### config.mk
export PLATFORM = sky130hd
export DESIGN_NAME = store_align
export DESIGN_NICKNAME = d
export VERILOG_FILES = /design/src/rtl/lsu_pkg.sv /design/src/rtl/store_align.sv
export SDC_FILE = /design/constraint.sdc
export NUM_CORES = 1
export LEC_CHECK = 0
export BUFFER_PORTS_ARGS = -buffer_cell sky130_fd_sc_hd__buf_2
export CAP_MARGIN = 30
export CELL_PAD_IN_SITES_DETAIL_PLACEMENT = 1
export CELL_PAD_IN_SITES_GLOBAL_PLACEMENT = 1
export CORE_MARGIN = 4
export CORE_UTILIZATION = 19
export DETAILED_ROUTE_END_ITERATION = 8
export GPL_TIMING_DRIVEN = 0
export PLACE_DENSITY_LB_ADDON = 0.12
export SKIP_LAST_GASP = 1
export SYNTH_ARGS = -nofsm -noshare
export SYNTH_HDL_FRONTEND = slang
export SYNTH_SLANG_ARGS = --single-unit
export TNS_END_PERCENT = 30
### constraint.sdc
create_clock -name vclk -period 1.4
set_input_delay 0.28 -clock vclk [all_inputs]
set_output_delay 0.28 -clock vclk [all_outputs]
set_load 0.02 [all_outputs]
### src/rtl/lsu_pkg.sv
/*
 * Load-store unit shared definitions
 * Opcodes, FSM states, exception codes, core and memory bus structs,
 * and the sizing constants of the subsystem
 */

package lsu_pkg;

  ////////////////////////////////////////////////////////////
  // Sizes
  ////////////////////////////////////////////////////////////
  localparam int DATA_W      = 32;  // Data and address width
  localparam int REG_AW      = 5;   // Destination register index
  localparam int RAM_WORDS   = 256; // 1 KiB of data RAM
  localparam int RAM_AW      = 8;   // Word index width
  localparam int BUS_TIMEOUT = 8;   // Cycles without ack before bus error
  localparam int TMR_W       = $clog2(BUS_TIMEOUT + 1); // Timer counter width

  ////////////////////////////////////////////////////////////
  // Enums
  ////////////////////////////////////////////////////////////
  // Stores occupy the top codes 101..111, so decode with is_store()
  typedef enum logic [2:0] {
    OP_LB  = 3'b000,
    OP_LBU = 3'b001,
    OP_LH  = 3'b010,
    OP_LHU = 3'b011,
    OP_LW  = 3'b100,
    OP_SB  = 3'b101,
    OP_SH  = 3'b110,
    OP_SW  = 3'b111
  } lsu_op_e;

  typedef enum logic [1:0] {
    ST_IDLE = 2'd0, // Waiting for a request
    ST_BUS  = 2'd1, // Strobe cycle
    ST_WAIT = 2'd2, // Waiting for ack or timeout
    ST_RESP = 2'd3  // Response held until taken
  } lsu_state_e;

  typedef enum logic [1:0] {
    EXC_NONE      = 2'd0,
    EXC_MIS_LOAD  = 2'd1,
    EXC_MIS_STORE = 2'd2,
    EXC_BUS       = 2'd3
  } lsu_exc_e;

  ////////////////////////////////////////////////////////////
  // Structs
  ////////////////////////////////////////////////////////////
  typedef struct packed {
    lsu_op_e             op;
    logic [DATA_W-1:0]   addr;
    logic [DATA_W-1:0]   wdata;
    logic [REG_AW-1:0]   rd;
  } lsu_req_t;

  typedef struct packed {
    logic [DATA_W-1:0]   rdata;
    logic [REG_AW-1:0]   rd;
    logic                wb_en;    // Register file write
    lsu_exc_e            exc;
    logic [DATA_W-1:0]   exc_addr; // Failing address, zero when no exception
  } lsu_rsp_t;

  typedef struct packed {
    logic                stb;   // Single-cycle access strobe
    logic [DATA_W/8-1:0] we;    // Byte enables, zero for a read
    logic [DATA_W-1:0]   addr;
    logic [DATA_W-1:0]   wdata;
  } dbus_req_t;

  typedef struct packed {
    logic                ack;
    logic [DATA_W-1:0]   rdata;
  } dbus_rsp_t;

  // True for SB, SH and SW
  function automatic logic is_store(lsu_op_e op);
    return op inside {OP_SB, OP_SH, OP_SW};
  endfunction

endpackage

### src/rtl/store_align.sv
/*
 * Store alignment
 * Checks store alignment and places store data on the byte lanes
 * with the matching byte enables
 */

`timescale 1ns/100ps

module store_align import lsu_pkg::*; (
  input  lsu_op_e             op_i,
  input  logic [DATA_W-1:0]   addr_i,
  input  logic [DATA_W-1:0]   wdata_i,
  output logic [DATA_W-1:0]   data_o,
  output logic [DATA_W/8-1:0] be_o,
  output logic                misaligned_o
);

  logic [1:0] off;

  assign off = addr_i[1:0];

  ////////////////////////////////////////////////////////////
  // Lane placement
  ////////////////////////////////////////////////////////////
  always_comb begin
    data_o       = '0;
    be_o         = '0;    // Loads write nothing
    misaligned_o = 1'b0;
    case (op_i)
      OP_SB: begin
        data_o = {4{wdata_i[7:0]}};                         // Byte on every lane
        be_o   = 4'b0001 << off;
      end
      OP_SH: begin
        data_o       = {2{wdata_i[15:0]}};
        be_o         = off[1] ? 4'b1100 : 4'b0011;
        misaligned_o = off[0];                              // Odd address
      end
      OP_SW: begin
        data_o       = wdata_i;
        be_o         = 4'b1111;
        misaligned_o = |off;
      end
      default: begin
        data_o = '0;
      end
    endcase
    // A misaligned store must not touch memory
    if (misaligned_o) be_o = '0;
  end

endmodule

# Yosys cells after proc, flatten, opt, wreduce, memory -nomap -nowiden
# Cells that the tools add are included.
[totals]
ff_bits = 0
latch_bits = 0
ramBits = 0
mem_bits_ro = 0
in_bits = 67
n_memories = 0
[op_classes]
addsub = 0
n_mul = 0
n_div = 0
n_lt_le_gt_ge = 0
eq_ne = 3
n_shift = 1
mux = 5
n_bitwise = 0
reduce_logical = 1
[ops]
columns = ["cell", "count"]
rows = [
  ["one-hot mux 32 bit (3 select lines)", 1],
  ["one-hot mux 4 bit (3 select lines)", 1],
  ["equality test 3 bit, second input constant", 3],
  ["two-way mux 4 bit", 2],
  ["left shift 1 x 2 -> 4 bit, first input constant", 1],
  ["one-hot mux 1 bit (2 select lines)", 1],
  ["OR reduction 2 bit", 1],
]

# Longest topological paths before layout
[logic_depth]
word_depth = 3
depth_mapped = 5
ltp_nobuf = 3

# Least setup slack after synthesis
# OpenSTA, ideal clock, no wires.
[synth_timing]
kind = "input -> output"
from = "input op_i[1]"
to = "output data_o[31]"
arrival_ns = 1.255
required_time_ns = 1.120
setup_slack_ns = -0.135
path_stages = 5
cell_sequence = "buf_6 -> buf_8 -> buf_6 -> a21oi_1 -> a211oi_1"
[synth_via]
elab_chain_cells = 2
[synth_rtl]
columns = ["element", "line", "source"]
rows = [
  ["start, declared", "store_align.sv:10", "input lsu_op_e op_i,"],
  ["equality test 3 bit", "store_align.sv:29", "case (op_i)"],
  ["one-hot mux 32 bit (3 select lines) *", "store_align.sv:29", ""],
  ["end, declared", "store_align.sv:13", "output logic [DATA_W-1:0] data_o,"],
]
# Mark *: on every way between the ends. The rest lies on a longest branch, timed or not.

# Final worst setup path
[layout_timing]
from = "input op_i[0]"
to = "output data_o[18]"
# The elaborated chain is that of the path after synthesis.

==> impl_metrics.yaml <==
cells_and_area:
  final_common_cell: "buf_2"
  seq_cell_count: 0
  final_area_sq_um: 1450
  layout_common_cells: "61 x buf_2, 17 x a21oi_1, 17 x nor2_1"
  stdcell_count: 236
  area_growth_syn_to_layout_pct: 94.5
  n_clock_buffer: 0
  drive_gt1_frac: 0.612
  layout.nets: 257
  n_antenna_cell: 0
  register_area_sq_um: 0
  fin_util: 0.390
power:
  p_clk_frac: 0
  switching_share: 0.522
  p_int_uw: 250
  p_sw_uw: 273
  p_seq_frac: 0
  leakage_nw: 0.755
  p_comb_frac: 1.000
  peakVddDrop_mv: 0.107
  pwr_density_cell_nw_per_um2: 361
  p_total_uw: 523
global_route:
  grt_pass1_vias: 1160
  use_met3: 0.0156
  gr-usage-met2: 0.265
  gr-total-overflow: 0
  grt_max_degree: 11
  grt_busiest_layer: "met2"
  antenna_found_initial: 0
  track_usage: 0.142
  grt_util_met1: 0.185
  grt_pass1_wl_microns: 5870
place:
  dp_slack_ps: -264
  dp_cells: 230
  hpwl_microns: 2870
  numPortBuffers: 73
  post_dp_cell_area_sq_um: 1180
  gp_congestion: 0.760
die:
  core_area_sq_um: 3720
  start_util: 0.201
  fp-row-count: 22
  dieArea_sq_um: 4990
  ios: 104
  dieWidth_microns: 70.7
  die_h_microns: 70.7
hold_path:
  holdCritPathClass: "in2out"
sta:
  fmax_ghz: 0.687
  rsz0062_at_grt: "yes"
  tightest_slew_ps: 300
  finalMaxSlewViolations: 0
  period_needed_ps: 1460
  setup_viol: 10
  layout_setup_ws_ps: -55.9
  hold_viol: 0
  holdWs_ps: 933
  fin_crit_sh: 1.04
  tns_ps: -313
  maxSlewHeadroom: 0.798
routing:
  drt_iter0_drc: 32
  wl_microns: 4010
  viasPerCell: 4.86
  wl_per_cell_microns: 17.0
  drcViolationCount: 0
  num_vias: 1147
  drtPass1Iterations: 4
  drtAntennaViolNets: 0
logic_synthesis:
  synth_compound_area_frac: 0.315
  yosys.area_share.simple: 0.322
  synthAdderAreaFrac: 0
  yosysSeqAreaShare: 0
  synth_xor_area_frac: 0
  synth_top_family_by_area: "simple AND/OR/NAND/NOR gates"
  yosysWarnings: 0
  muxShareOfSynthArea: 0.247
  synth_area_sq_um: 746
  syn-mean-instance-area_sq_um: 6.84
  syn-num-nets: 176
  ys_types: 29
  syn_inst: 109
clock_tree:
  cts_hold_buf: 0
worst_setup_path:
  cp.arrival_ps: 1180
  critPathCaptureType: "output port"
  cp_max_fo: 5
  critPathKind: "in2out"
  cp-start-kind: "input port"
  crit_required_ps: 1120
status:
  violations: "negative setup slack"
  status: "finished with violations"
run:
  maxCapViolCount: 0
==> area by class of cell <==
| type | count | area (sq um) |
|---|---|---|
| Multi-Input combinational cell | 97 | 714 |
| Inverter | 1 | 3.75 |
| Tap cell | 48 | 60.1 |
| Timing Repair Buffer | 79 | 529 |
| Fill cell | 487 | 2270 |
| Buffer | 11 | 143 |
==> power by group through the flow <==
stage	sequential (mW)	clock (mW)	combinational, mW
floorplan	0	0	0.265
global placement	0	0	0.427
detailed placement	0	0	0.436
CTS	0	0	0.467
global route	0	0	0.564
finish	0	0	0.523
==> path summary, 6_finish.rpt <==
| check | endpoint | start | slack, ps | cells after the start |
|---|---|---|---|---|
| hold / removal | data_o[7] | wdata_i[7] | 930 | 3 |
| setup / recovery | data_o[18] | op_i[0] | -60 | 6 |
==> synth_stat cells (2+ instances only) <==
master | n | area share
and2_1 | 15 | 0.13
buf_6 | 2 | 0.030
clkbuf_1 | 2 | 0.010
a22oi_2 | 4 | 0.067
buf_4 | 3 | 0.030
a22oi_1 | 4 | 0.040
nor2_1 | 18 | 0.091
mux2_4 | 4 | 0.081
mux2_2 | 3 | 0.045
o21ai_0 | 8 | 0.054
mux2i_1 | 9 | 0.12
buf_2 | 3 | 0.020
a21oi_1 | 18 | 0.12
==> metal layers <==
layer | vias to the layer above | part of all wire | wire (microns)
met5 | - | 0 | 0
met4 | 0 | 0 | 0
met3 | 0 | 0.053 | 213
met2 | 39 | 0.52 | 2070
met1 | 553 | 0.43 | 1730
li1 | 555 | - | -
==> worst max-delay path: stages <==
cell and delay (ps):
buf_8 110, and2b_1 230, buf_2 200, a22oi_1 100
nor2_1 90, buf_2 170
==> cells by family after synthesis <==
group,count (synthesis)
and+or+nand+nor,44
AOI/OAI and AO/OA,37
buffers and inverters,12
muxes,16
==> what timing repair did <==
item / 4_1_cts / 5_1_grt
gates cloned: 2 / 4
setup buffers: 0 / 0
pin swaps: 3 / 7
setup endpoints to repair: 34 / 37
resized for setup: 26 / 25
Power figures use the tool's default switching activity.
