**src/rtl/lsu_pkg.sv**
```systemverilog
/*
 * Load-store unit shared definitions
 * Opcodes, FSM states, exception codes, core and memory bus structs,
 * and the sizing constants of the subsystem
 */

package lsu_pkg;

  ////////////////////////////////////////////////////////////
  // Sizes
  ////////////////////////////////////////////////////////////
  localparam int DATA_W      = 32;  // Data and address width
  localparam int REG_AW      = 5;   // Destination register index
  localparam int RAM_WORDS   = 256; // 1 KiB of data RAM
  localparam int RAM_AW      = 8;   // Word index width
  localparam int BUS_TIMEOUT = 8;   // Cycles without ack before bus error
  localparam int TMR_W       = $clog2(BUS_TIMEOUT + 1); // Timer counter width

  ////////////////////////////////////////////////////////////
  // Enums
  ////////////////////////////////////////////////////////////
  // Stores occupy the top codes 101..111, so decode with is_store()
  typedef enum logic [2:0] {
    OP_LB  = 3'b000,
    OP_LBU = 3'b001,
    OP_LH  = 3'b010,
    OP_LHU = 3'b011,
    OP_LW  = 3'b100,
    OP_SB  = 3'b101,
    OP_SH  = 3'b110,
    OP_SW  = 3'b111
  } lsu_op_e;

  typedef enum logic [1:0] {
    ST_IDLE = 2'd0, // Waiting for a request
    ST_BUS  = 2'd1, // Strobe cycle
    ST_WAIT = 2'd2, // Waiting for ack or timeout
    ST_RESP = 2'd3  // Response held until taken
  } lsu_state_e;

  typedef enum logic [1:0] {
    EXC_NONE      = 2'd0,
    EXC_MIS_LOAD  = 2'd1,
    EXC_MIS_STORE = 2'd2,
    EXC_BUS       = 2'd3
  } lsu_exc_e;

  ////////////////////////////////////////////////////////////
  // Structs
  ////////////////////////////////////////////////////////////
  typedef struct packed {
    lsu_op_e             op;
    logic [DATA_W-1:0]   addr;
    logic [DATA_W-1:0]   wdata;
    logic [REG_AW-1:0]   rd;
  } lsu_req_t;

  typedef struct packed {
    logic [DATA_W-1:0]   rdata;
    logic [REG_AW-1:0]   rd;
    logic                wb_en;    // Register file write
    lsu_exc_e            exc;
    logic [DATA_W-1:0]   exc_addr; // Failing address, zero when no exception
  } lsu_rsp_t;

  typedef struct packed {
    logic                stb;   // Single-cycle access strobe
    logic [DATA_W/8-1:0] we;    // Byte enables, zero for a read
    logic [DATA_W-1:0]   addr;
    logic [DATA_W-1:0]   wdata;
  } dbus_req_t;

  typedef struct packed {
    logic                ack;
    logic [DATA_W-1:0]   rdata;
  } dbus_rsp_t;

  // True for SB, SH and SW
  function automatic logic is_store(lsu_op_e op);
    return op inside {OP_SB, OP_SH, OP_SW};
  endfunction

endpackage

```
**src/rtl/bus_wait_timer.sv**
```systemverilog
/*
 * Bus wait timer
 * Counts cycles without acknowledge and flags a bus timeout
 */

`timescale 1ns/100ps

module bus_wait_timer import lsu_pkg::*; (
  input  logic clk_i,
  input  logic rstn_i,
  input  logic start_i,   // Clears and runs the counter
  input  logic stop_i,    // Freezes the counter
  output logic timeout_o
);

  logic [TMR_W-1:0] cnt_q;
  logic             run_q;

  always_ff @(posedge clk_i) begin
    if (!rstn_i) begin
      cnt_q     <= '0;
      run_q     <= 1'b0;
      timeout_o <= 1'b0;
    end else if (start_i) begin
      cnt_q     <= '0;
      run_q     <= 1'b1;
      timeout_o <= 1'b0;                                    // Drop a stale flag
    end else if (stop_i) begin
      run_q     <= 1'b0;
    end else if (run_q) begin
      if (cnt_q != TMR_W'(BUS_TIMEOUT)) cnt_q <= cnt_q + 1'b1; // Saturate
      // Rises BUS_TIMEOUT cycles after start
      if (cnt_q == TMR_W'(BUS_TIMEOUT - 1)) timeout_o <= 1'b1;
    end
  end

endmodule

```
**config.mk**
```make
export PLATFORM = sky130hd
export DESIGN_NAME = bus_wait_timer
export DESIGN_NICKNAME = d
export VERILOG_FILES = /design/src/rtl/lsu_pkg.sv /design/src/rtl/bus_wait_timer.sv
export SDC_FILE = /design/constraint.sdc
export NUM_CORES = 1
export LEC_CHECK = 0
export BUFFER_PORTS_ARGS = -buffer_cell sky130_fd_sc_hd__buf_2
export CORE_AREA = 2 2 39 41
export CTS_CLUSTER_DIAMETER = 100
export DETAILED_ROUTE_END_ITERATION = 10
export DIE_AREA = 0 0 41 43
export PLACE_DENSITY = 0.4
export SETUP_SLACK_MARGIN = 0.15
export SLEW_MARGIN = 20
export SYNTH_ARGS = -nofsm -noshare
export SYNTH_HDL_FRONTEND = slang
export SYNTH_SLANG_ARGS = --single-unit
```
**constraint.sdc**
```tcl
create_clock -name clk_i -period 1.55 [get_ports clk_i]
set_input_delay 0.31 -clock clk_i [delete_from_list [all_inputs] [get_ports clk_i]]
set_output_delay 0.31 -clock clk_i [all_outputs]
set_load 0.005 [all_outputs]
```
* Word-level counts from Yosys, hierarchy flattened
Cells that the tools add are included.
** Storage, ports and cells
- Logic and storage cells :: 14
- Register bits after elaboration :: 6
** Cells by class
- Eq/ne operators :: 2
- Bitwise logic cells :: 2
- $add $sub $neg :: 1
- Reductions and logical operators :: 4
- Mux-type cells :: 2
** Operators with widths (count)
- 3-bit AND reduction :: 2
- 4-bit by 1-bit adder with 4-bit output, second input constant :: 1
- 4-bit by 3-bit equality test with 1-bit output, second input constant :: 1
- 4-bit inequality test, second input constant :: 1
- 1-bit two-way mux :: 2
- 1-bit NOT :: 2
- 2-bit nonzero test :: 1
- 2-bit OR reduction :: 1

* Depth between registers and ports, before layout
- Depth after elaboration :: 2
- Gate-level depth with buffers :: 5

* Worst setup path after synthesis
Ideal clock, no wire load.
- Kind :: register to register
- From :: reg cnt_q[0]
- To :: reg cnt_q[0]
- Stages on the path, launching flop included :: 6
- Setup time :: 0.070 ns
- Arrival time :: 1.204 ns
- Setup slack :: 0.276 ns
- Required time :: 1.480 ns
- Cells stage by stage :: dfxtp_1 > inv_1 > ha_1 > and3b_1 > or3_1 > a21oi_1
** Between the ends
- Cells in the longest elaborated chain, start to end :: 2
** Ends and longest elaborated chain
- from (decl) :: RTL line bus_wait_timer.sv:16 : logic [TMR_W-1:0] cnt_q;
- from (signal assigned) :: RTL line bus_wait_timer.sv:31 : if (cnt_q != TMR_W'(BUS_TIMEOUT)) cnt_q <= cnt_q + 1'b1;
- parallel branches: the longest is 2 deep, another holds 4-bit by 1-bit adder with 4-bit output
Several ways; the timed one is not identified.
A chain may end at the register's enable or synchronous reset.

* Final worst setup path
Ends and elaborated chain as after synthesis.

==> out/summary.txt <==
ys async rst share -> 0
status -> completed
setup TNS -> 0 ns
Comb pwr share -> 0.051
multi-input logic area -> 156 um^2
Reg clk slew, reported paths -> 0.04 ns
Post-Syn Area per Cell -> 8.80 um^2
data arrival time of the critical path -> 1.51 ns
Clock Path Buffers -> 2
Slew headroom -> 0.847
DRT Pass-1 Iters -> 2
HPWL after DPL -> 413 um
Final min period -> 1.34 ns
cts hold-fix bufs -> 0
YS warnings -> 0
Hold Path Sink -> run_q
synth unique cells -> 15
register area share after synthesis -> 0.414
Final period util -> 0.868
hold_sp -> rstn_i
DRT Wirelength -> 535 um
core area -> 0.00138 mm^2
Setup WS pre-CTS -> 0.174 ns
#FFs+latches synth -> 6
largest net degree at the start of global routing -> 8
count leader, synth -> dfxtp_1
Area growth syn-to-layout -> 23.7%
Setup CP Type -> register to register
die height -> 43 um
clock power share -> 0.453
Post-route DRC -> 0
CTS H-tree depth -> 1
highest fanout seen on the critical path -> 5
Iteration-0 DRC Markers -> 1
P_sw -> 0.0661 mW
number of global-route vias before repair -> 266
Top Ports -> 5
WP data required -> 1.72 ns
initial antenna violation count -> 0
Initial Util -> 0.210
root buffer cell -> clkbuf_4
global-route wire length before repair -> 1.02 mm
FMAX -> 744 MHz
site row count -> 14
P_leak -> 0.129 nW
post-route ant nets -> 0
final setup violation count -> 0
Avg WL per Cell -> 9.55 um
R2R Setup Slk -> 0.21 ns
Fillers -> 162
Crit Reg-Reg Endpoint -> cnt_q[0]
storage element area -> 125 um^2
switching share of power -> 0.208
DIE AREA -> 0.00176 mm^2
Int Pwr -> 0.251 mW
Synth Cell Area -> 290 um^2
grt total ovfl -> 0
drt via density -> 4.48
nets@finish -> 48
syn_nets -> 39
DIE WIDTH -> 41 um
top-area cell type share of the netlist area -> 0.414
Worst Hold Path Cells -> 2
RSZ-0062 raised after global routing -> no
CTS buffer count -> 3
Max Cap Violations -> 0
RR Startpoint -> cnt_q[0]
number of synthesized flops with an enable pin -> 0
critical path startpoint category -> register
largest cells by area after synthesis -> dfxtp_1, ha_1, a21oi_1, o21ai_0, inv_1
Vias -> 251
Slew @ Worst Pin -> 0.230 ns
Yosys top cell by area -> dfxtp_1
Final Max Slew Viols -> 0
Seq pwr share -> 0.497
CTS tree -> done
worst r2r path cells -> 5
latest clock arrival within the worst-skew pair -> 0.24 ns
GP Congestion -> 0.756
Syn Inst Count -> 33
maximum vdd ir drop -> 0.000290 V
Tot GR Track Use -> 0.0915
Worst Slack Setup Final -> 0.205 ns
Pwr per Cell Area -> 884 mW/mm^2
Final Hold Vio Count -> 0
Ant. Diodes -> 0
Post-synth top flop -> dfxtp_1
final setup skew -> 0.00176 ns
final std cells w/o fill -> 56
I/O Buffers -> 4
most frequent cells after synthesis -> dfxtp_1, a21oi_1, inv_1
CP Capture Type -> register
Hold Path Class -> input pin to register
CTS Sinks -> 6
fraction of layout cells with a size suffix above 1 -> 0.275
Inst Count DP -> 53
[critical path, cell delays in order, from the launching register on]
cell and delay (ns):
dfxtp_4 0.36, inv_1 0.04, ha_1 0.20, and3b_2 0.24, or3_1 0.30, a21oi_1 0.12
[stage by stage]
stage,util,hold WS [ns],cell area [um^2],power [mW]
after global routing,0.259,0.305,359,0.335
after detailed placement,0.239,0.471,330,0.178
final,0.259,0.287,359,0.318
after global placement,0.239,0.458,330,0.177
after CTS,0.255,0.279,353,0.327
after floorplan,-,0.428,290,0.171
[per-layer routing]
metal,share of wire,up-vias,track usage
li1,-,130,-
met1,0.43,113,0.0906
met2,0.49,6,0.128
met3,0.062,2,0.0524
met4,0.015,0,0.0800
met5,0,-,0
[cells in the final DEF (no fill, tap or decap), types with 2 or more instances in the layout]
master and n:
o21a_1 2, or3_1 2, clkbuf_4 3, inv_1 4, ha_1 2, o21ai_0 3
a21oi_1 4, nand3_1 2, dfxtp_1 4, nand2b_1 2, buf_2 4
[repair_timing]
item | CTS | global route
endpoints found under the setup margin | 0 | 1
setup buffers | 0 | 0
resized for setup | 0 | 4
[state kept, by name (all words and copies together) (netlist names)]
signal and flops:
timeout_o 1, cnt_q 4, run_q 1
[worst max path at each step]
stage                     to  depth (start not counted)  startpoint  slack, ns
floorplan           cnt_q[0]                          5    cnt_q[0]       0.28
global placement    cnt_q[0]                          5    cnt_q[0]       0.21
detailed placement  cnt_q[0]                          5    cnt_q[0]       0.17
CTS                 cnt_q[0]                          5    cnt_q[0]       0.16
global route        cnt_q[0]                          5    cnt_q[0]       0.13
finish              cnt_q[0]                          5    cnt_q[0]       0.21
[area by class of cell]
| cell class | count | share of cell area |
|---|---|---|
| Inverter | 4 | 0.0418 |
| Multi-Input combinational cell | 23 | 0.436 |
| Timing Repair Buffer | 4 | 0.0557 |
| Sequential cell | 6 | 0.348 |
| Clock buffer | 3 | 0.0627 |
| Tap cell | 16 | 0.0557 |
[cell families after synthesis]
group,share of synthesized area
AOI/OAI and AO/OA,0.237
buffers and inverters,0.0517
and+or+nand+nor,0.211
adders and majority gates,0.0862
DFF,0.414
[power groups by stage]
stage | sequential (mW) | clock, mW | combinational (mW)
finish | 0.158 | 0.144 | 0.0161
global route | 0.157 | 0.160 | 0.0184
global placement | 0.162 | 0 | 0.0156
CTS | 0.159 | 0.152 | 0.0162
floorplan | 0.161 | 0 | 0.00950
detailed placement | 0.162 | 0 | 0.0163
(Power assumes the default switching activity.)
