**src/rtl/lsu_pkg.sv**
```systemverilog
/*
 * Load-store unit shared definitions
 * Opcodes, FSM states, exception codes, core and memory bus structs,
 * and the sizing constants of the subsystem
 */

package lsu_pkg;

  ////////////////////////////////////////////////////////////
  // Sizes
  ////////////////////////////////////////////////////////////
  localparam int DATA_W      = 32;  // Data and address width
  localparam int REG_AW      = 5;   // Destination register index
  localparam int RAM_WORDS   = 256; // 1 KiB of data RAM
  localparam int RAM_AW      = 8;   // Word index width
  localparam int BUS_TIMEOUT = 8;   // Cycles without ack before bus error
  localparam int TMR_W       = $clog2(BUS_TIMEOUT + 1); // Timer counter width

  ////////////////////////////////////////////////////////////
  // Enums
  ////////////////////////////////////////////////////////////
  // Stores occupy the top codes 101..111, so decode with is_store()
  typedef enum logic [2:0] {
    OP_LB  = 3'b000,
    OP_LBU = 3'b001,
    OP_LH  = 3'b010,
    OP_LHU = 3'b011,
    OP_LW  = 3'b100,
    OP_SB  = 3'b101,
    OP_SH  = 3'b110,
    OP_SW  = 3'b111
  } lsu_op_e;

  typedef enum logic [1:0] {
    ST_IDLE = 2'd0, // Waiting for a request
    ST_BUS  = 2'd1, // Strobe cycle
    ST_WAIT = 2'd2, // Waiting for ack or timeout
    ST_RESP = 2'd3  // Response held until taken
  } lsu_state_e;

  typedef enum logic [1:0] {
    EXC_NONE      = 2'd0,
    EXC_MIS_LOAD  = 2'd1,
    EXC_MIS_STORE = 2'd2,
    EXC_BUS       = 2'd3
  } lsu_exc_e;

  ////////////////////////////////////////////////////////////
  // Structs
  ////////////////////////////////////////////////////////////
  typedef struct packed {
    lsu_op_e             op;
    logic [DATA_W-1:0]   addr;
    logic [DATA_W-1:0]   wdata;
    logic [REG_AW-1:0]   rd;
  } lsu_req_t;

  typedef struct packed {
    logic [DATA_W-1:0]   rdata;
    logic [REG_AW-1:0]   rd;
    logic                wb_en;    // Register file write
    lsu_exc_e            exc;
    logic [DATA_W-1:0]   exc_addr; // Failing address, zero when no exception
  } lsu_rsp_t;

  typedef struct packed {
    logic                stb;   // Single-cycle access strobe
    logic [DATA_W/8-1:0] we;    // Byte enables, zero for a read
    logic [DATA_W-1:0]   addr;
    logic [DATA_W-1:0]   wdata;
  } dbus_req_t;

  typedef struct packed {
    logic                ack;
    logic [DATA_W-1:0]   rdata;
  } dbus_rsp_t;

  // True for SB, SH and SW
  function automatic logic is_store(lsu_op_e op);
    return op inside {OP_SB, OP_SH, OP_SW};
  endfunction

endpackage

```
**src/rtl/lsu_ctrl_fsm.sv**
```systemverilog
/*
 * LSU control FSM
 * Accepts one request, runs the bus access with a timeout guard,
 * and holds the writeback response until the core takes it
 */

`timescale 1ns/100ps

module lsu_ctrl_fsm import lsu_pkg::*; (
  input  logic                clk_i,
  input  logic                rstn_i,
  input  lsu_req_t            req_i,
  input  logic                req_valid_i,
  output logic                req_ready_o,
  output lsu_rsp_t            rsp_o,
  output logic                rsp_valid_o,
  input  logic                rsp_ready_i,
  input  logic [DATA_W-1:0]   st_data_i,   // Lane-placed store data
  input  logic [DATA_W/8-1:0] st_be_i,
  input  logic                st_mis_i,
  input  logic [DATA_W-1:0]   ld_data_i,   // Extended load result
  input  logic                ld_mis_i,
  output logic [DATA_W-1:0]   ld_word_o,
  output lsu_op_e             ld_op_o,
  output logic [1:0]          ld_off_o,
  output dbus_req_t           dbus_req_o,
  input  dbus_rsp_t           dbus_rsp_i,
  output logic                tmr_start_o,
  output logic                tmr_stop_o,
  input  logic                tmr_timeout_i
);

  lsu_state_e          state_q, state_d;
  logic                accept;

  // Registered request, no reset needed
  lsu_op_e             op_q;
  logic [DATA_W-1:0]   addr_q;
  logic [REG_AW-1:0]   rd_q;
  logic [DATA_W-1:0]   wdata_q;
  logic [DATA_W/8-1:0] be_q;
  logic [DATA_W-1:0]   word_q;    // Read word from the RAM
  lsu_exc_e            exc_q;

  assign accept = req_valid_i & req_ready_o;

  ////////////////////////////////////////////////////////////
  // State sequencing
  ////////////////////////////////////////////////////////////
  always_comb begin
    state_d = state_q;
    case (state_q)
      ST_IDLE: if (accept) state_d = (st_mis_i | ld_mis_i) ? ST_RESP : ST_BUS;
      ST_BUS:  state_d = ST_WAIT;                                // Strobe is one cycle
      ST_WAIT: if (dbus_rsp_i.ack | tmr_timeout_i) state_d = ST_RESP;
      ST_RESP: if (rsp_ready_i) state_d = ST_IDLE;
      default: state_d = ST_IDLE;
    endcase
  end

  always_ff @(posedge clk_i) begin
    if (!rstn_i) begin
      state_q <= ST_IDLE;
    end else begin
      state_q <= state_d;
    end
  end

  ////////////////////////////////////////////////////////////
  // Request and result capture
  ////////////////////////////////////////////////////////////
  always_ff @(posedge clk_i) begin
    if (accept) begin
      op_q    <= req_i.op;
      addr_q  <= req_i.addr;
      rd_q    <= req_i.rd;
      wdata_q <= st_data_i;
      be_q    <= st_be_i;
      if (st_mis_i)      exc_q <= EXC_MIS_STORE;
      else if (ld_mis_i) exc_q <= EXC_MIS_LOAD;
      else               exc_q <= EXC_NONE;
    end else if (state_q == ST_WAIT) begin
      if (dbus_rsp_i.ack)     word_q <= dbus_rsp_i.rdata; // Ack wins over a late timeout
      else if (tmr_timeout_i) exc_q  <= EXC_BUS;
    end
  end

  // Alignment check on the live request, extraction on the stored word
  assign ld_op_o   = (state_q == ST_IDLE) ? req_i.op        : op_q;
  assign ld_off_o  = (state_q == ST_IDLE) ? req_i.addr[1:0] : addr_q[1:0];
  assign ld_word_o = word_q;

  ////////////////////////////////////////////////////////////
  // Bus and timer
  ////////////////////////////////////////////////////////////
  assign dbus_req_o.stb   = (state_q == ST_BUS);
  assign dbus_req_o.we    = dbus_req_o.stb ? be_q : '0;     // Enables only with the strobe
  assign dbus_req_o.addr  = addr_q;
  assign dbus_req_o.wdata = wdata_q;

  assign tmr_start_o = (state_q == ST_BUS);
  assign tmr_stop_o  = (state_q == ST_WAIT) & (dbus_rsp_i.ack | tmr_timeout_i);

  ////////////////////////////////////////////////////////////
  // Handshakes and response
  ////////////////////////////////////////////////////////////
  assign req_ready_o = (state_q == ST_IDLE); // One request in flight
  assign rsp_valid_o = (state_q == ST_RESP);

  assign rsp_o.wb_en    = ~is_store(op_q) & (exc_q == EXC_NONE);
  assign rsp_o.rdata    = rsp_o.wb_en ? ld_data_i : '0;
  assign rsp_o.rd       = rd_q;
  assign rsp_o.exc      = exc_q;
  assign rsp_o.exc_addr = (exc_q != EXC_NONE) ? addr_q : '0;

endmodule

```
**config.mk**
```make
export PLATFORM = sky130hd
export DESIGN_NAME = lsu_ctrl_fsm
export DESIGN_NICKNAME = d
export VERILOG_FILES = /design/src/rtl/lsu_pkg.sv /design/src/rtl/lsu_ctrl_fsm.sv
export SDC_FILE = /design/constraint.sdc
export NUM_CORES = 1
export LEC_CHECK = 0
export BUFFER_PORTS_ARGS = -buffer_cell sky130_fd_sc_hd__buf_2
export CORE_AREA = 10 10 132 134
export DETAILED_ROUTE_END_ITERATION = 10
export DIE_AREA = 0 0 142 144
export PLACE_DENSITY_LB_ADDON = 0.25
export SLEW_MARGIN = 0
export SYNTH_ARGS = -nofsm -noshare
export SYNTH_HDL_FRONTEND = slang
export SYNTH_SLANG_ARGS = --single-unit
```
**constraint.sdc**
```tcl
create_clock -name clk_i -period 4.1 [get_ports clk_i]
set_clock_uncertainty 0.1 [all_clocks]
set_input_delay 0.82 -clock clk_i [delete_from_list [all_inputs] [get_ports clk_i]]
set_output_delay 0.82 -clock clk_i [all_outputs]
set_load 0.01 [all_outputs]
```
; ---- Word level (Yosys, flattened, before mapping)
; Index checks and enable logic that the tools add are counted.
[word_totals]
in_bits = 180
word_cells = 50
register_bits = 112
output_inout_bits = 182
[classes]
mux = 16
bitwise_logic = 7
n_reduce_logical = 9
n_eq_ne = 10
[ops]
columns = operator, count
row1 = 32-bit 2-to-1 mux, 2
row2 = 2-bit 2-to-1 mux, 10
row3 = 3-bit equality test (second input constant), 3
row4 = 3-bit AND reduction, 3
row5 = 2-bit by 1-bit inequality test with 1-bit output (second input constant), 4
row6 = 2-bit case mux with 4 select lines, 1
row7 = 2-bit nonzero test, 3
row8 = 2-bit equality test (second input constant), 2
row9 = 2-bit zero test, 2
row10 = 4-bit 2-to-1 mux, 1
row11 = 1-bit bitwise AND, 3
row12 = 3-bit 2-to-1 mux, 1
row13 = 3-bit nonzero test, 1
row14 = 2-bit by 1-bit equality test with 1-bit output (second input constant), 1
row15 = 1-bit inverter, 2
row16 = 1-bit bitwise OR, 2
row17 = 1-bit 2-to-1 mux, 1

; ---- Depth between registers and ports, before layout
[depth]
ltp_word = 5
mapped_depth = 6
ltp_nobuf = 5

; ---- Least setup slack after synthesis
; No wires, ideal clock.
[synth_path]
path_kind = in2reg
start = in req_valid_i
end = reg exc_q[0] (data pin)
arrival_ns = 2.612
required_time_ns = 3.647
setup_slack_ns = 1.035
setup_time_ns = 0.353
path_buffers = 0
path_stages = 3
cell_sequence = nand2_1 inv_1 o21ai_0
[synth_via]
elab_chain_cells = 2
[synth_rtl]
columns = element, line_no
row1 = start: declaration, lsu_ctrl_fsm.sv:13  ; input logic req_valid_i,
row2 = 1-bit bitwise AND, lsu_ctrl_fsm.sv:45  ; assign accept = req_valid_i & req_ready_o;
row3 = net accept, lsu_ctrl_fsm.sv:34  ; logic accept;
row4 = 2-bit 2-to-1 mux, lsu_ctrl_fsm.sv:73  ; if (accept) begin
row5 = end signal: assignment, lsu_ctrl_fsm.sv:79  ; if (st_mis_i) exc_q <= EXC_MIS_STORE;
row6 = end signal: assignment, lsu_ctrl_fsm.sv:80  ; else if (ld_mis_i) exc_q <= EXC_MIS_LOAD;
row7 = end signal: assignment, lsu_ctrl_fsm.sv:81  ; else exc_q <= EXC_NONE;
row8 = end: declaration, lsu_ctrl_fsm.sv:43  ; lsu_exc_e exc_q;
; The timed path passes the listed nets, and every way through them passes these cells.
; A chain may end at the register's enable or synchronous reset.

==> impl_metrics.yaml <==
routing:
  vias: 3231
  wl_met2_um: 7440
  drc: 0
  wl_met1_um: 5160
  dr.first_iter.drc_count: 93
  viasPerCell: 4.291
  ant_nets: 0
  wl_met3_um: 1922
  wl_per_cell_um: 19.84
  dr.pass1.iters: 4
  topRoutingLayerUsed: "met5"
  finalWirelength_um: 14940
floorplan:
  fp.dieH_um: 144
  ios: 362
  initial_core_util_pct: 27.79
  dieWidth_um: 142
  core-area_um2: 14860
  fp.dieArea_um2: 20450
  rows: 45
synth:
  syn_area_per_cell_um2: 18.20
  synth_top_cell_by_area: "edfxtp_1"
  synth_edf_count: 110
  synth-xor-area-share_pct: 0
  synthAdderAreaFrac_pct: 1.514
  synth_cell_types: 28
  ys.warnings.count: 0
  synth_common_cells: "110 x edfxtp_1, 33 x and3_1, 30 x nor2b_1"
  synth_simple_gate_area_share_pct: 11.90
  ys_ff_latch: 112
  yosysMostFrequentCell: "edfxtp_1"
  ys_seq_area_share_pct: 80.92
  synth_area_um2: 4131
  syn_nets: 412
  synth_area_leaders: "edfxtp_1 80%, and3_1 5.0%, nor2b_1 4.5%, ha_1 1.5%, mux2_2 1.4%"
  synthCells: 227
  yosys-mux-area-fraction_pct: 1.605
  synthFlopType: "edfxtp_1"
  synth_top_family_by_area: "simple AND/OR/NAND/NOR gates"
  synth-compound-area-share_pct: 1.575
  yosys.area.top_type_share_pct: 79.95
  async_flop_share_pct: 0
cts:
  root_buffer: "clkbuf_16"
  htreeDepth: 3
  cts_hold_buf: 0
  cts_tree: "yes"
  cts_resized: 0
  insertion_delay_ns: 0.34
  cts_setup_buffers: 0
  clockBufferDepth: 2
  clock-sinks: 112
  path_clk_slew_ns: 0.07
  numCtsBuffers: 9
timing:
  setup_viol: 0
  worstMarginPinSlew_ns: 0.9742
  slew_headroom_pct: 34.90
  min_period_ns: 2.999
  finalMaxSlewViolations: 0
  hold_viol_final: 0
  rsz0062_at_grt: "false"
  min_period_over_period_pct: 73.14
  fmax_ghz: 0.3335
  tns_ns: 0
worst_hold_path:
  worstHoldEndpoint: "state_q[1]$_SDFFE_PN0P_"
  hold_path_class: "flop to flop"
  hold_path_startpoint: "state_q[1]$_SDFFE_PN0P_"
  holdPathStages: 2
run_status:
  status: "finished clean"
power_and_ir_drop:
  ir_drop_mv: 0.3419
  power_mw: 3.465
  powerDensity_nw_per_um2: 550.6
  leakage_nw: 3.001
critical_path:
  rr_endpoint: "be_q[0]$_DFFE_PP_"
  worstPathCellList: "nor2_4 > buf_4 > nor2b_1 > buf_2"
  crit_type: "flop to output port"
  cp_slowest_cell: "nor2_4"
  timing.rr.start: "state_q[0]$_SDFFE_PN0P_"
  slowest_delay_ns: 0.77
  crit_arrival_ns: 2.08
  worstPathRequired_ns: 3.18
  cp-end-kind: "output port"
  crit_buf_inv: 2
  cp_max_fo: 56
  r2r_cells: 5
  r2r_setup_slack_ns: 1.90
  worstSetupStartpointType: "flop"
  cp_top_family: "simple AND/OR/NAND/NOR gates"
global_route:
  grt_max_degree: 58
  track_usage_pct: 13.57
  grt_first_pass_wirelength_um: 20870
  grt_pass1_vias: 3510
  overflow: 0
  antenna_found_initial: 2
place:
  place_area_um2: 5974
  dp_cells: 735
  dp_hpwl_um: 12380
  port_buffers: 329
  gp_congestion: 0.9120
layout:
  utilization_pct: 42.34
  syn2layout_area_growth_pct: 52.33
  final_cell_count_no_fill: 753
  post-route-cell-area_um2: 6294
  fillers: 1428
  nets: 743
  post_route_cells_drive_above_1_share_pct: 63.41
run:
  maxCapViolations: 0
-- sequential cells by signal (all words and copies together) (netlist names) --
signal and cells:
addr_q 32, be_q 4, exc_q 2, ld_word_o 32, op_q 3, rd_q 5, state_q 2, wdata_q 32
-- cell families (layout without fill, tap and decap cells) --
family | after synthesis | in the layout
DFF | 112 | 112
adders and majority gates | 5 | 5
muxes | 6 | 6
AOI/OAI and AO/OA | 7 | 7
buffers and inverters | 18 | 354
and+or+nand+nor | 79 | 79
other | 0 | 2
-- routing by layer --
layer	global-route usage [%]	vias up
met4	6.294	2
met2	23.51	217
met5	0	-
met3	7.675	25
li1	-	1505
met1	12.71	1482
-- cells in the final DEF, fill, tap and decap left out, drive strengths merged, types with 3 or more instances in the layout --
| master | instances |
|---|---|
| buf | 332 |
| edfxtp | 110 |
| and3 | 33 |
| nor2b | 30 |
| clkbuf | 9 |
| inv | 7 |
| and2 | 5 |
| mux2 | 5 |
| ha | 5 |
| clkinv | 4 |
| nand2 | 3 |
-- layout make-up --
type / count / area (um2) / share of cell area (%)
Sequential cell: 112 / 3343 / 53.12
Timing Repair Buffer: 332 / 1682 / 26.72
Multi-Input combinational cell: 97 / 690.7 / 10.97
Tap cell: 188 / 235.2 / 3.738
Clock buffer: 9 / 225.2 / 3.579
Clock inverter: 7 / 88.84 / 1.412
Inverter: 6 / 23.77 / 0.3777
Antenna cell: 2 / 5.005 / 0.07952
-- per-stage QoR --
| stage | setup slack (ns) | hold slack, ns |
|---|---|---|
| 3_5_place_dp | 1.412 | 0.4142 |
| 2_1_floorplan | 1.035 | 0.3677 |
| 6_report | 1.101 | 0.4165 |
| 5_1_grt | 0.9091 | 0.4495 |
| 4_1_cts | 1.020 | 0.4260 |
| 3_3_place_gp | 1.502 | 0.3898 |
-- power breakdown --
part	internal, mW	switching (mW)
Clock	0.487	0.425
Combinational	0.382	0.575
Sequential	1.53	0.0704
-- worst register-to-register path: cells and delay by family (launching register included) --
family	cells	cell delay, ns
adder cells (fa/ha/maj)	1	0.42
flip-flops	1	0.34
AND/OR/NAND/NOR	1	0.19
buffers and inverters	3	0.78
-- worst max-delay path by stage --
stage / from / endpoint / slack [ns] / cells after the start
CTS: exc_q[1]$_SDFFCE_PN1P_ / rsp_o[12] / 1.02 / 4
floorplan: req_valid_i / exc_q[0]$_SDFFCE_PN1P_ / 1.04 / 3
global route: exc_q[1]$_SDFFCE_PN1P_ / rsp_o[12] / 0.91 / 4
finish: exc_q[1]$_SDFFCE_PN1P_ / rsp_o[12] / 1.10 / 4
detailed placement: exc_q[1]$_SDFFCE_PN1P_ / rsp_o[12] / 1.41 / 4
global placement: exc_q[1]$_SDFFCE_PN1P_ / rsp_o[23] / 1.50 / 4
Power figures use the tool's default switching activity.
