## src/rtl/lsu_pkg.sv

```systemverilog
/*
 * Load-store unit shared definitions
 * Opcodes, FSM states, exception codes, core and memory bus structs,
 * and the sizing constants of the subsystem
 */

package lsu_pkg;

  ////////////////////////////////////////////////////////////
  // Sizes
  ////////////////////////////////////////////////////////////
  localparam int DATA_W      = 32;  // Data and address width
  localparam int REG_AW      = 5;   // Destination register index
  localparam int RAM_WORDS   = 256; // 1 KiB of data RAM
  localparam int RAM_AW      = 8;   // Word index width
  localparam int BUS_TIMEOUT = 8;   // Cycles without ack before bus error
  localparam int TMR_W       = $clog2(BUS_TIMEOUT + 1); // Timer counter width

  ////////////////////////////////////////////////////////////
  // Enums
  ////////////////////////////////////////////////////////////
  // Stores occupy the top codes 101..111, so decode with is_store()
  typedef enum logic [2:0] {
    OP_LB  = 3'b000,
    OP_LBU = 3'b001,
    OP_LH  = 3'b010,
    OP_LHU = 3'b011,
    OP_LW  = 3'b100,
    OP_SB  = 3'b101,
    OP_SH  = 3'b110,
    OP_SW  = 3'b111
  } lsu_op_e;

  typedef enum logic [1:0] {
    ST_IDLE = 2'd0, // Waiting for a request
    ST_BUS  = 2'd1, // Strobe cycle
    ST_WAIT = 2'd2, // Waiting for ack or timeout
    ST_RESP = 2'd3  // Response held until taken
  } lsu_state_e;

  typedef enum logic [1:0] {
    EXC_NONE      = 2'd0,
    EXC_MIS_LOAD  = 2'd1,
    EXC_MIS_STORE = 2'd2,
    EXC_BUS       = 2'd3
  } lsu_exc_e;

  ////////////////////////////////////////////////////////////
  // Structs
  ////////////////////////////////////////////////////////////
  typedef struct packed {
    lsu_op_e             op;
    logic [DATA_W-1:0]   addr;
    logic [DATA_W-1:0]   wdata;
    logic [REG_AW-1:0]   rd;
  } lsu_req_t;

  typedef struct packed {
    logic [DATA_W-1:0]   rdata;
    logic [REG_AW-1:0]   rd;
    logic                wb_en;    // Register file write
    lsu_exc_e            exc;
    logic [DATA_W-1:0]   exc_addr; // Failing address, zero when no exception
  } lsu_rsp_t;

  typedef struct packed {
    logic                stb;   // Single-cycle access strobe
    logic [DATA_W/8-1:0] we;    // Byte enables, zero for a read
    logic [DATA_W-1:0]   addr;
    logic [DATA_W-1:0]   wdata;
  } dbus_req_t;

  typedef struct packed {
    logic                ack;
    logic [DATA_W-1:0]   rdata;
  } dbus_rsp_t;

  // True for SB, SH and SW
  function automatic logic is_store(lsu_op_e op);
    return op inside {OP_SB, OP_SH, OP_SW};
  endfunction

endpackage

```

## src/rtl/load_extract.sv

```systemverilog
/*
 * Load extraction
 * Checks load alignment and picks the addressed byte, halfword or
 * word from a read word with sign or zero extension
 */

`timescale 1ns/100ps

module load_extract import lsu_pkg::*; (
  input  lsu_op_e           op_i,
  input  logic [1:0]        off_i,   // Byte offset in the word
  input  logic [DATA_W-1:0] word_i,
  output logic [DATA_W-1:0] data_o,
  output logic              misaligned_o
);

  logic [7:0]  sel_byte;
  logic [15:0] sel_half;

  ////////////////////////////////////////////////////////////
  // Lane select
  ////////////////////////////////////////////////////////////
  assign sel_byte = word_i[8*off_i +: 8];
  assign sel_half = off_i[1] ? word_i[31:16] : word_i[15:0];

  ////////////////////////////////////////////////////////////
  // Extension and alignment
  ////////////////////////////////////////////////////////////
  always_comb begin
    data_o       = '0;
    misaligned_o = 1'b0;
    case (op_i)
      OP_LB:  data_o = {{24{sel_byte[7]}}, sel_byte};       // Sign extend
      OP_LBU: data_o = {24'b0, sel_byte};
      OP_LH: begin
        data_o       = {{16{sel_half[15]}}, sel_half};
        misaligned_o = off_i[0];
      end
      OP_LHU: begin
        data_o       = {16'b0, sel_half};
        misaligned_o = off_i[0];
      end
      OP_LW: begin
        data_o       = word_i;
        misaligned_o = |off_i;
      end
      // Store opcodes give nothing here
      default: data_o = '0;
    endcase
  end

endmodule

```

## config.mk

```make
export PLATFORM = sky130hd
export DESIGN_NAME = load_extract
export DESIGN_NICKNAME = d
export VERILOG_FILES = /design/src/rtl/lsu_pkg.sv /design/src/rtl/load_extract.sv
export SDC_FILE = /design/constraint.sdc
export NUM_CORES = 1
export LEC_CHECK = 0
export BUFFER_PORTS_ARGS = -buffer_cell sky130_fd_sc_hd__buf_2
export CORE_MARGIN = 3
export CORE_UTILIZATION = 25
export DETAILED_ROUTE_END_ITERATION = 7
export GPL_TIMING_DRIVEN = 0
export MAX_ROUTING_LAYER = met4
export SETUP_SLACK_MARGIN = 0.2
export SLEW_MARGIN = 20
export SYNTH_ARGS = -nofsm -noshare
export SYNTH_HDL_FRONTEND = slang
export SYNTH_SLANG_ARGS = --single-unit
```

## constraint.sdc

```tcl
create_clock -name vclk -period 1.8
set_input_delay 0.27 -clock vclk [all_inputs]
set_output_delay 0.27 -clock vclk [all_outputs]
set_load 0.1 [all_outputs]
```

* After elaboration in Yosys (flattened, before gate mapping)
Cells that the tools add are included.
** Cells by class
- Equality and inequality tests :: 4
- Shifts and indexed selects :: 1
- Muxes and demuxes :: 3
- Reduce and logical (&&, ||, !) cells :: 3
** Operators by type and width (number)
- 32-bit one-hot mux with 5 select lines :: 1
- 32-bit by 6-bit indexed part select with 8-bit output :: 1
- 16-bit two-way mux :: 1
- 3-bit by 2-bit equality test with 1-bit output, second input constant :: 2
- 2-bit OR reduction :: 2
- 3-bit by 1-bit equality test with 1-bit output, second input constant :: 1
- 3-bit equality test, second input constant :: 1
- 3-bit zero test :: 1
- 1-bit one-hot mux with 2 select lines :: 1
** Storage, ports and cells
- Register bits :: 0
- Input port bits :: 37
- Output and inout bits :: 33
- Word-level logic and storage cells :: 11

* Longest topological paths before layout
Gate-level depths: netlist of the first run.
- Depth in word-level cells :: 3
- Mapped depth :: 5
- Depth with buffers taken out :: 3

* Worst setup path after synthesis of the first run
No wires, ideal clock.
- Path kind :: input -> output
- Start point :: in off_i[1]
- End point :: out data_o[16]
- Arrival :: 3.126 ns
- Data required time :: 1.530 ns
- Setup slack :: -1.596 ns
- Cell stages on the path :: 5
- Buffers on the path :: 2
- Cells stage by stage :: buf_6 -> mux2_4 -> a21boi_4 -> buf_6 -> a211oi_1
** Between the ends
- Longest elaborated chain between the ends :: 2
- Elaborated cells on any way between the ends :: 3
- Those cells by class :: 1 x shift; 2 x mux
** RTL lines
- start: declaration :: RTL line load_extract.sv:11 : input logic [1:0] off_i,
- 32-bit by 6-bit indexed part select with 8-bit output / 16-bit two-way mux (equally long branches) :: RTL line load_extract.sv:23, load_extract.sv:24
- 32-bit one-hot mux with 5 select lines (*) :: RTL line load_extract.sv:32 : case (op_i)
- end: declaration :: RTL line load_extract.sv:13 : output logic [DATA_W-1:0] data_o,
Mark *: on every way between the ends. The rest lies on a longest branch, timed or not.

* Worst setup path after layout of the first run
- Start point :: in op_i[2]
- End point :: out data_o[12]
** Between the ends
- Longest elaborated chain between the ends :: 2
- Elaborated cells on any way between the ends :: 6
- Those cells by class :: 4 x eq/ne; 1 x mux; 1 x reduce/logical
** RTL lines
- start: declaration :: RTL line load_extract.sv:10 : input lsu_op_e op_i,
- 3-bit equality test, or another cell as far along :: RTL line load_extract.sv:32
- 32-bit one-hot mux with 5 select lines (*) :: RTL line load_extract.sv:32
Marks and branches as above.

==> results of run 1 <==
[layer usage]
layer  vias to the layer above  wire, µm  part of all wire  global-route usage
met3                        12       262             0.052              0.0200
met2                        54      2730              0.54               0.409
met4                         0       125             0.025              0.0152
met1                       704      1940              0.38               0.260
met5                         -         0                 0                   -
li1                        638         -                 -                   -
[through the flow]
step	hold slack [ns]	cell area [µm²]	util	cells	setup WS, ns
global route	0.959	2700	0.780	254	0.0254
finish	0.938	2700	0.780	254	0.0813
detailed placement	1.04	1780	0.514	235	-0.331
floorplan	0.806	1390	-	121	-0.309
global placement	1.03	1780	0.514	235	-0.312
CTS	0.938	2540	0.732	250	0.0876
[cells in the mapped netlist]
library cell / count / area (µm²)
mux2i_1: 8 / 80.1
clkbuf_1: 3 / 11.3
nor2b_1: 1 / 6.26
a21oi_1: 1 / 5.00
and2b_1: 1 / 7.51
a22oi_4: 1 / 21.3
or2_2: 1 / 6.26
inv_1: 2 / 7.51
mux2_2: 15 / 169
o21ai_0: 16 / 80.1
buf_2: 4 / 20.0
nor3b_4: 1 / 18.8
buf_6: 5 / 56.3
o21a_1: 1 / 7.51
nor2_1: 1 / 3.75
nand2_1: 10 / 37.5
a211oi_1: 16 / 120
a21boi_4: 1 / 18.8
nand2b_1: 1 / 6.26
a2bb2oi_1: 1 / 8.76
mux2_4: 2 / 30.0
a22oi_1: 23 / 173
a31oi_1: 1 / 6.26
buf_4: 5 / 37.5
[where the power goes]
group          switching (mW)  internal, mW  leakage, nW
Clock                       0             0            0
Combinational           0.801         0.528         1.05
Sequential                  0             0            0
[worst max-delay path, cell delays in order]
cell	delay, ns
buf_8	0.11
buf_6	0.14
nor3b_4	0.17
buf_4	0.15
a22oi_1	0.32
o21ai_4	0.10
buf_8	0.19
[cell type report]
class              instances  share of cell area
plain buffers             17              0.0907
inverters                  2             0.00278
multi-input cells        103               0.484
well taps                 46              0.0213
repair buffers            86               0.401
[how the worst max path moves through the flow]
stage,start,endpoint,slack (ns),cells past startpoint
floorplan,off_i[1],data_o[16],-0.31,5
global placement,off_i[0],data_o[16],-0.31,6
detailed placement,off_i[0],data_o[9],-0.33,6
CTS,off_i[1],data_o[31],0.09,6
global route,op_i[2],data_o[12],0.03,7
finish,op_i[2],data_o[12],0.08,7
[logic make-up after synthesis]
logic type      after synthesis  share of synthesized area
compound gates               61                      0.469
simple gates                 16                     0.0920
mux                          25                      0.297
buf+inv                      19                      0.141
[what timing repair did]
item	CTS	global route
endpoints found under the hold margin	0	0
gates resized for setup	153	31
setup endpoints to repair	33	33
hold buffers	0	0
pin swaps	22	11
buffers inserted	10	3
cloned	5	1
==> metrics.log, run 1 <==
[metrics] Syn Inst Count: roughly 120
[metrics] crit path capture type: primary output
[metrics] Floorplan Core Area: 3470 µm²
[metrics] total of clock buffers placed in the layout: 0
[metrics] number of rows created at floorplan: 21
[metrics] Synth cell types: 24
[metrics] via count of the first global-routing pass: roughly 1400
[metrics] status: complete, no violations
[metrics] HP Start: word_i[4]
[metrics] first-pass GRT wire length: roughly 7400 µm
[metrics] wire length per cell after detailed routing: ~20 µm
[metrics] total congestion overflow after global routing: 0
[metrics] count of unresolved DRC violations after routing: 0
[metrics] CP Data Arrival Time: between 1 and 1.5 ns
[metrics] category of the worst setup path launch point: input pin
[metrics] Routability Congestion: roughly 0.84
[metrics] most common library cell in the layout ignoring fill and taps: buf_12
[metrics] layout filler cell count: about 230
[metrics] setup violation total in the final timing report: 0
[metrics] proportion of synthesized chip area in sequential cells: 0
[metrics] Avg Inst Size Synth: roughly 7.8 µm²
[metrics] final hold violation count: 0
[metrics] total power per unit cell area: approximately 490 nW/µm²
[metrics] share of layout cells above drive strength 1: 0.870
[metrics] WP data required: 1.53 ns
[metrics] WL final: roughly 5000 µm
[metrics] time the final worst path needs with I/O delays and setup: roughly 1.7 ns
[metrics] largest net degree at the start of global routing: 11
[metrics] number of instances on the worst hold path: 4
[metrics] DRT Pass-1 Iters: 4
[metrics] total area of multi-input combinational cells: ~1300 µm²
[metrics] max_slew headroom: 0.771
[metrics] initial antenna violation count: 0
[metrics] RSZ-0062 raised after global routing: true
[metrics] Syn. warnings: 0
[metrics] number of nets with antenna violations after detailed routing: 0
[metrics] initial cell density of the core: 0.271
[metrics] Die Outline Area: between 4000 and 5000 µm²
[metrics] net count of the finished layout: ~250
[metrics] overall power: between 1 and 1.5 mW
[metrics] Syn-to-layout area delta: 188%
[metrics] Crit Path Max Fanout: 10
[metrics] number of sequential storage elements: 0
[metrics] die boundary height: between 60 and 70 µm
[metrics] Setup Crit Path Kind: input pin to primary output
[metrics] via density per instance: 5.54
[metrics] classification of the worst-slack hold path: input pin to primary output
[metrics] floorplan die width: ~67 µm
[metrics] endpoint with the worst hold slack: data_o[4]
[metrics] number of I/O pins: 70
[metrics] Max Cap Viol: 0
[metrics] HPWL after DPL: ~3100 µm
[metrics] post-synthesis net count: roughly 160
[metrics] storage element area: 0 µm²
[metrics] Mapped Area: between 900 and 1000 µm²
[metrics] transition at the pin with the smallest max-transition slack: approximately 0.34 ns
[metrics] number of vias after detailed routing: roughly 1400
[metrics] highest-count cells in the layout ignoring fill and taps: buf_12 (34), buf_2 (32), a22oi_2 (16), a211oi_4 (16), mux2_2 (14)
[metrics] Final period util: 0.955
[metrics] Max Clock Freq: 582 MHz
[metrics] max-slew violation count: 0
[metrics] maximum ir drop on the vdd rail: approximately 290 µV
[metrics] Sum Neg Setup Slack: 0 ns
[metrics] quantity of I/O buffers inserted on ports: around 70
[metrics] standby leakage power: between 1 and 1.5 nW
[metrics] antenna diode instance count: 0
[metrics] All-Layer GR Usage: 0.218
[metrics] DRC violation total after the first TritonRoute iteration: 66
(Power assumes the default switching activity.)
==> inputs of run 2 (changes only) <==
--- a/config.mk
+++ b/config.mk
@@ -11,7 +11,7 @@
 export DETAILED_ROUTE_END_ITERATION = 7
 export GPL_TIMING_DRIVEN = 0
 export MAX_ROUTING_LAYER = met4
-export SETUP_SLACK_MARGIN = 0.2
+export SETUP_SLACK_MARGIN = 0.05
 export SLEW_MARGIN = 20
 export SYNTH_ARGS = -nofsm -noshare
 export SYNTH_HDL_FRONTEND = slang
==> run 2 against run 1 <==
Via count decreased by 7.2%. Power decreased by 7.8%. Maximum frequency decreased by 1.8%. Setup slack got worse by 0.032 ns. Utilization decreased by 7.6 points. First-iteration DRC count unchanged. Non-clock buffer count decreased by 7. Cell area decreased by 9.8%. Sequential cell count unchanged. Cell count decreased by 3.1%. Critical path depth unchanged. Sequential share of layout area unchanged. Critical path type unchanged. Critical endpoint is now data_o[11]. Highest routed layer is now met3.
==> metrics.log, run 2 (synthesis gave the netlist of run 1 again) <==
[metrics] Area after DPL: 1780 µm² (-0.28%)
[metrics] CP Data Arrival Time: 1.48 ns (+0.03 ns)
[metrics] Floorplan Core Area: 3470 µm² (unchanged)
[metrics] wire length per cell after detailed routing: 18.3 µm (-8.4%)
[metrics] Syn-to-layout area delta: 160%
[metrics] quantity of I/O buffers inserted on ports: 68 (unchanged)
[metrics] first-pass GRT wire length: 6600 µm (-11%)
[metrics] number of rows created at floorplan: 21 (unchanged)
[metrics] via count of the first global-routing pass: 1339 (-5.1%)
[metrics] total of clock buffers placed in the layout: 0 (unchanged)
[metrics] critical-path cell with the highest stage delay: a22oi_1
[metrics] antenna diode instance count: 0 (unchanged)
[metrics] max_slew headroom: 0.773 (+0.00211)
[metrics] Routability Congestion: 0.795 (-4.8%)
[metrics] post-route setup slack: 0.0497 ns (-0.0316 ns)
[metrics] WP data required: 1.53 ns (about the same)
[metrics] Die Outline Area: 4520 µm² (unchanged)
[metrics] CP max stage delay: 0.30 ns (-0.02 ns)
[metrics] Final period util: 0.972 (+0.0175)
[metrics] final instance area: 2440 µm² (-9.8%)
[metrics] DP Worst Slack: -0.331 ns (+0.000505 ns)
[metrics] initial antenna violation count: 0 (unchanged)
[metrics] standby leakage power: 0.969 nW (-7.9%)
[metrics] HPWL after DPL: 3120 µm (-0.67%)
[metrics] Max Cap Viol: 0 (unchanged)
[metrics] largest net degree at the start of global routing: 11 (unchanged)
[metrics] WL final: 4490 µm (-11%)
[metrics] crit path capture type: primary output
[metrics] Setup Crit Path Kind: input pin to primary output
[metrics] floorplan die width: 67.3 µm (unchanged)
[metrics] count of unresolved DRC violations after routing: 0 (unchanged)
[metrics] time the final worst path needs with I/O delays and setup: 1.75 ns (+0.0316 ns)
[metrics] maximum ir drop on the vdd rail: 294 µV (+2.5%)
[metrics] number of vias after detailed routing: 1307 (-7.2%)
[metrics] crit-path cells: buf_2 > buf_4 > nor3b_4 > buf_4 > a22oi_1 > o21ai_4 > buf_6
[metrics] crit path buf inv count: 4 (unchanged)
[metrics] total congestion overflow after global routing: 0 (unchanged)
[metrics] classification of the worst-slack hold path: input pin to primary output
[metrics] share of layout cells above drive strength 1: 0.845 (-0.0252)
[metrics] Worst path most repeated cell: buf_4
[metrics] Max Clock Freq: 571 MHz (-1.8%)
[metrics] storage element area: 0 µm² (unchanged)
[metrics] cell type group with the largest total delay on the critical path: buffers and inverters
[metrics] number of I/O pins: 70 (unchanged)
[metrics] total power per unit cell area: 502 nW/µm² (+2.2%)
[metrics] number of sequential storage elements: 0 (unchanged)
[metrics] Crit Path Max Fanout: 10 (unchanged)
[metrics] DRT Pass-1 Iters: 4 (unchanged)
[metrics] transition at the pin with the smallest max-transition slack: 0.341 ns (-0.00317 ns)
[metrics] via density per instance: 5.31 (-4.2%)
[metrics] DRC violation total after the first TritonRoute iteration: 66 (unchanged)
[metrics] highest-count cells in the layout ignoring fill and taps: buf_2 (34), buf_12 (21), a211oi_4 (16), a22oi_2 (15)
[metrics] max-slew violation count: 0 (unchanged)
[metrics] status: complete, no violations
[metrics] total of hold buffers inserted after clock tree synthesis: 0 (unchanged)
[metrics] final hold violation count: 0 (unchanged)
[metrics] setup violation total in the final timing report: 0 (unchanged)
[metrics] net count of the finished layout: 239 (-3.2%)
[metrics] most common library cell in the layout ignoring fill and taps: buf_2
[metrics] number of nets with antenna violations after detailed routing: 0 (unchanged)
[metrics] initial cell density of the core: 0.271 (unchanged)
[metrics] All-Layer GR Usage: 0.190 (-0.0279)
[metrics] die boundary height: 67.3 µm (unchanged)
[metrics] category of the worst setup path launch point: input pin
[metrics] RSZ-0062 raised after global routing: true
## run 2: cell count changes in the layout (fill, tap and decap cells not counted), moves of 2 or more
cell / previous run / this run
buf_12: 34 / 21
buf_6: 10 / 14
buf_16: 4 / 1
mux2i_1: 4 / 7
buf_2: 32 / 34
mux2i_2: 3 / 1
## run 2: per-stage QoR
stage | power [mW] | TNS, ns | hold slack (ns) | cells | util
floorplan | 0.815 | -4.04 | 0.806 | 121 | -
global placement | 0.955 | -7.62 | 1.03 | 235 | 0.513
detailed placement | 0.963 | -8.20 | 1.04 | 235 | 0.513
CTS | 1.16 | 0 | 0.943 | 245 | 0.653
global route | 1.27 | 0 | 0.955 | 246 | 0.703
finish | 1.23 | 0 | 0.944 | 246 | 0.703
## run 2: layout make-up
class	count	area [µm²]
multi-input cells	102	1260
well taps	46	57.6
plain buffers	17	226
inverters	2	7.51
repair buffers	79	887
fillers	247	1030
## run 2: path summary, 6_finish.rpt
check	from	to	depth (start not counted)
setup / recovery	op_i[2]	data_o[11]	7
hold / removal	op_i[0]	data_o[27]	3
## run 2: where the power goes
| group | switching (mW) | internal [mW] | leakage [nW] | total (mW) |
|---|---|---|---|---|
| combinational | 0.771 | 0.455 | 0.969 | 1.23 |
| sequential | 0 | 0 | 0 | 0 |
| clock | 0 | 0 | 0 | 0 |
| total | 0.771 | 0.455 | 0.969 | 1.23 |
## run 2: repair_timing
item                                    in CTS  in global routing
cloned                                       2                  1
pin swaps                                    7                  7
buffers inserted                             8                  0
gates resized for setup                    102                 35
endpoints found under the hold margin        0                  0
endpoints found under the setup margin      33                 32
## run 2: tightest hold or removal path: cells and delay by family
kind / cells / cell delay (ns)
buffers and inverters: 2 / 0.34
AO/OA/AOI/OAI: 1 / 0.06
## run 2: metal layers
layer / up-vias / wire (µm) / global-route usage
met5: - / 0 / -
met4: 0 / 0 / 0.0101
met3: 0 / 152 / 0.0133
met2: 40 / 2540 / 0.356
met1: 648 / 1800 / 0.231
li1: 619 / - / -
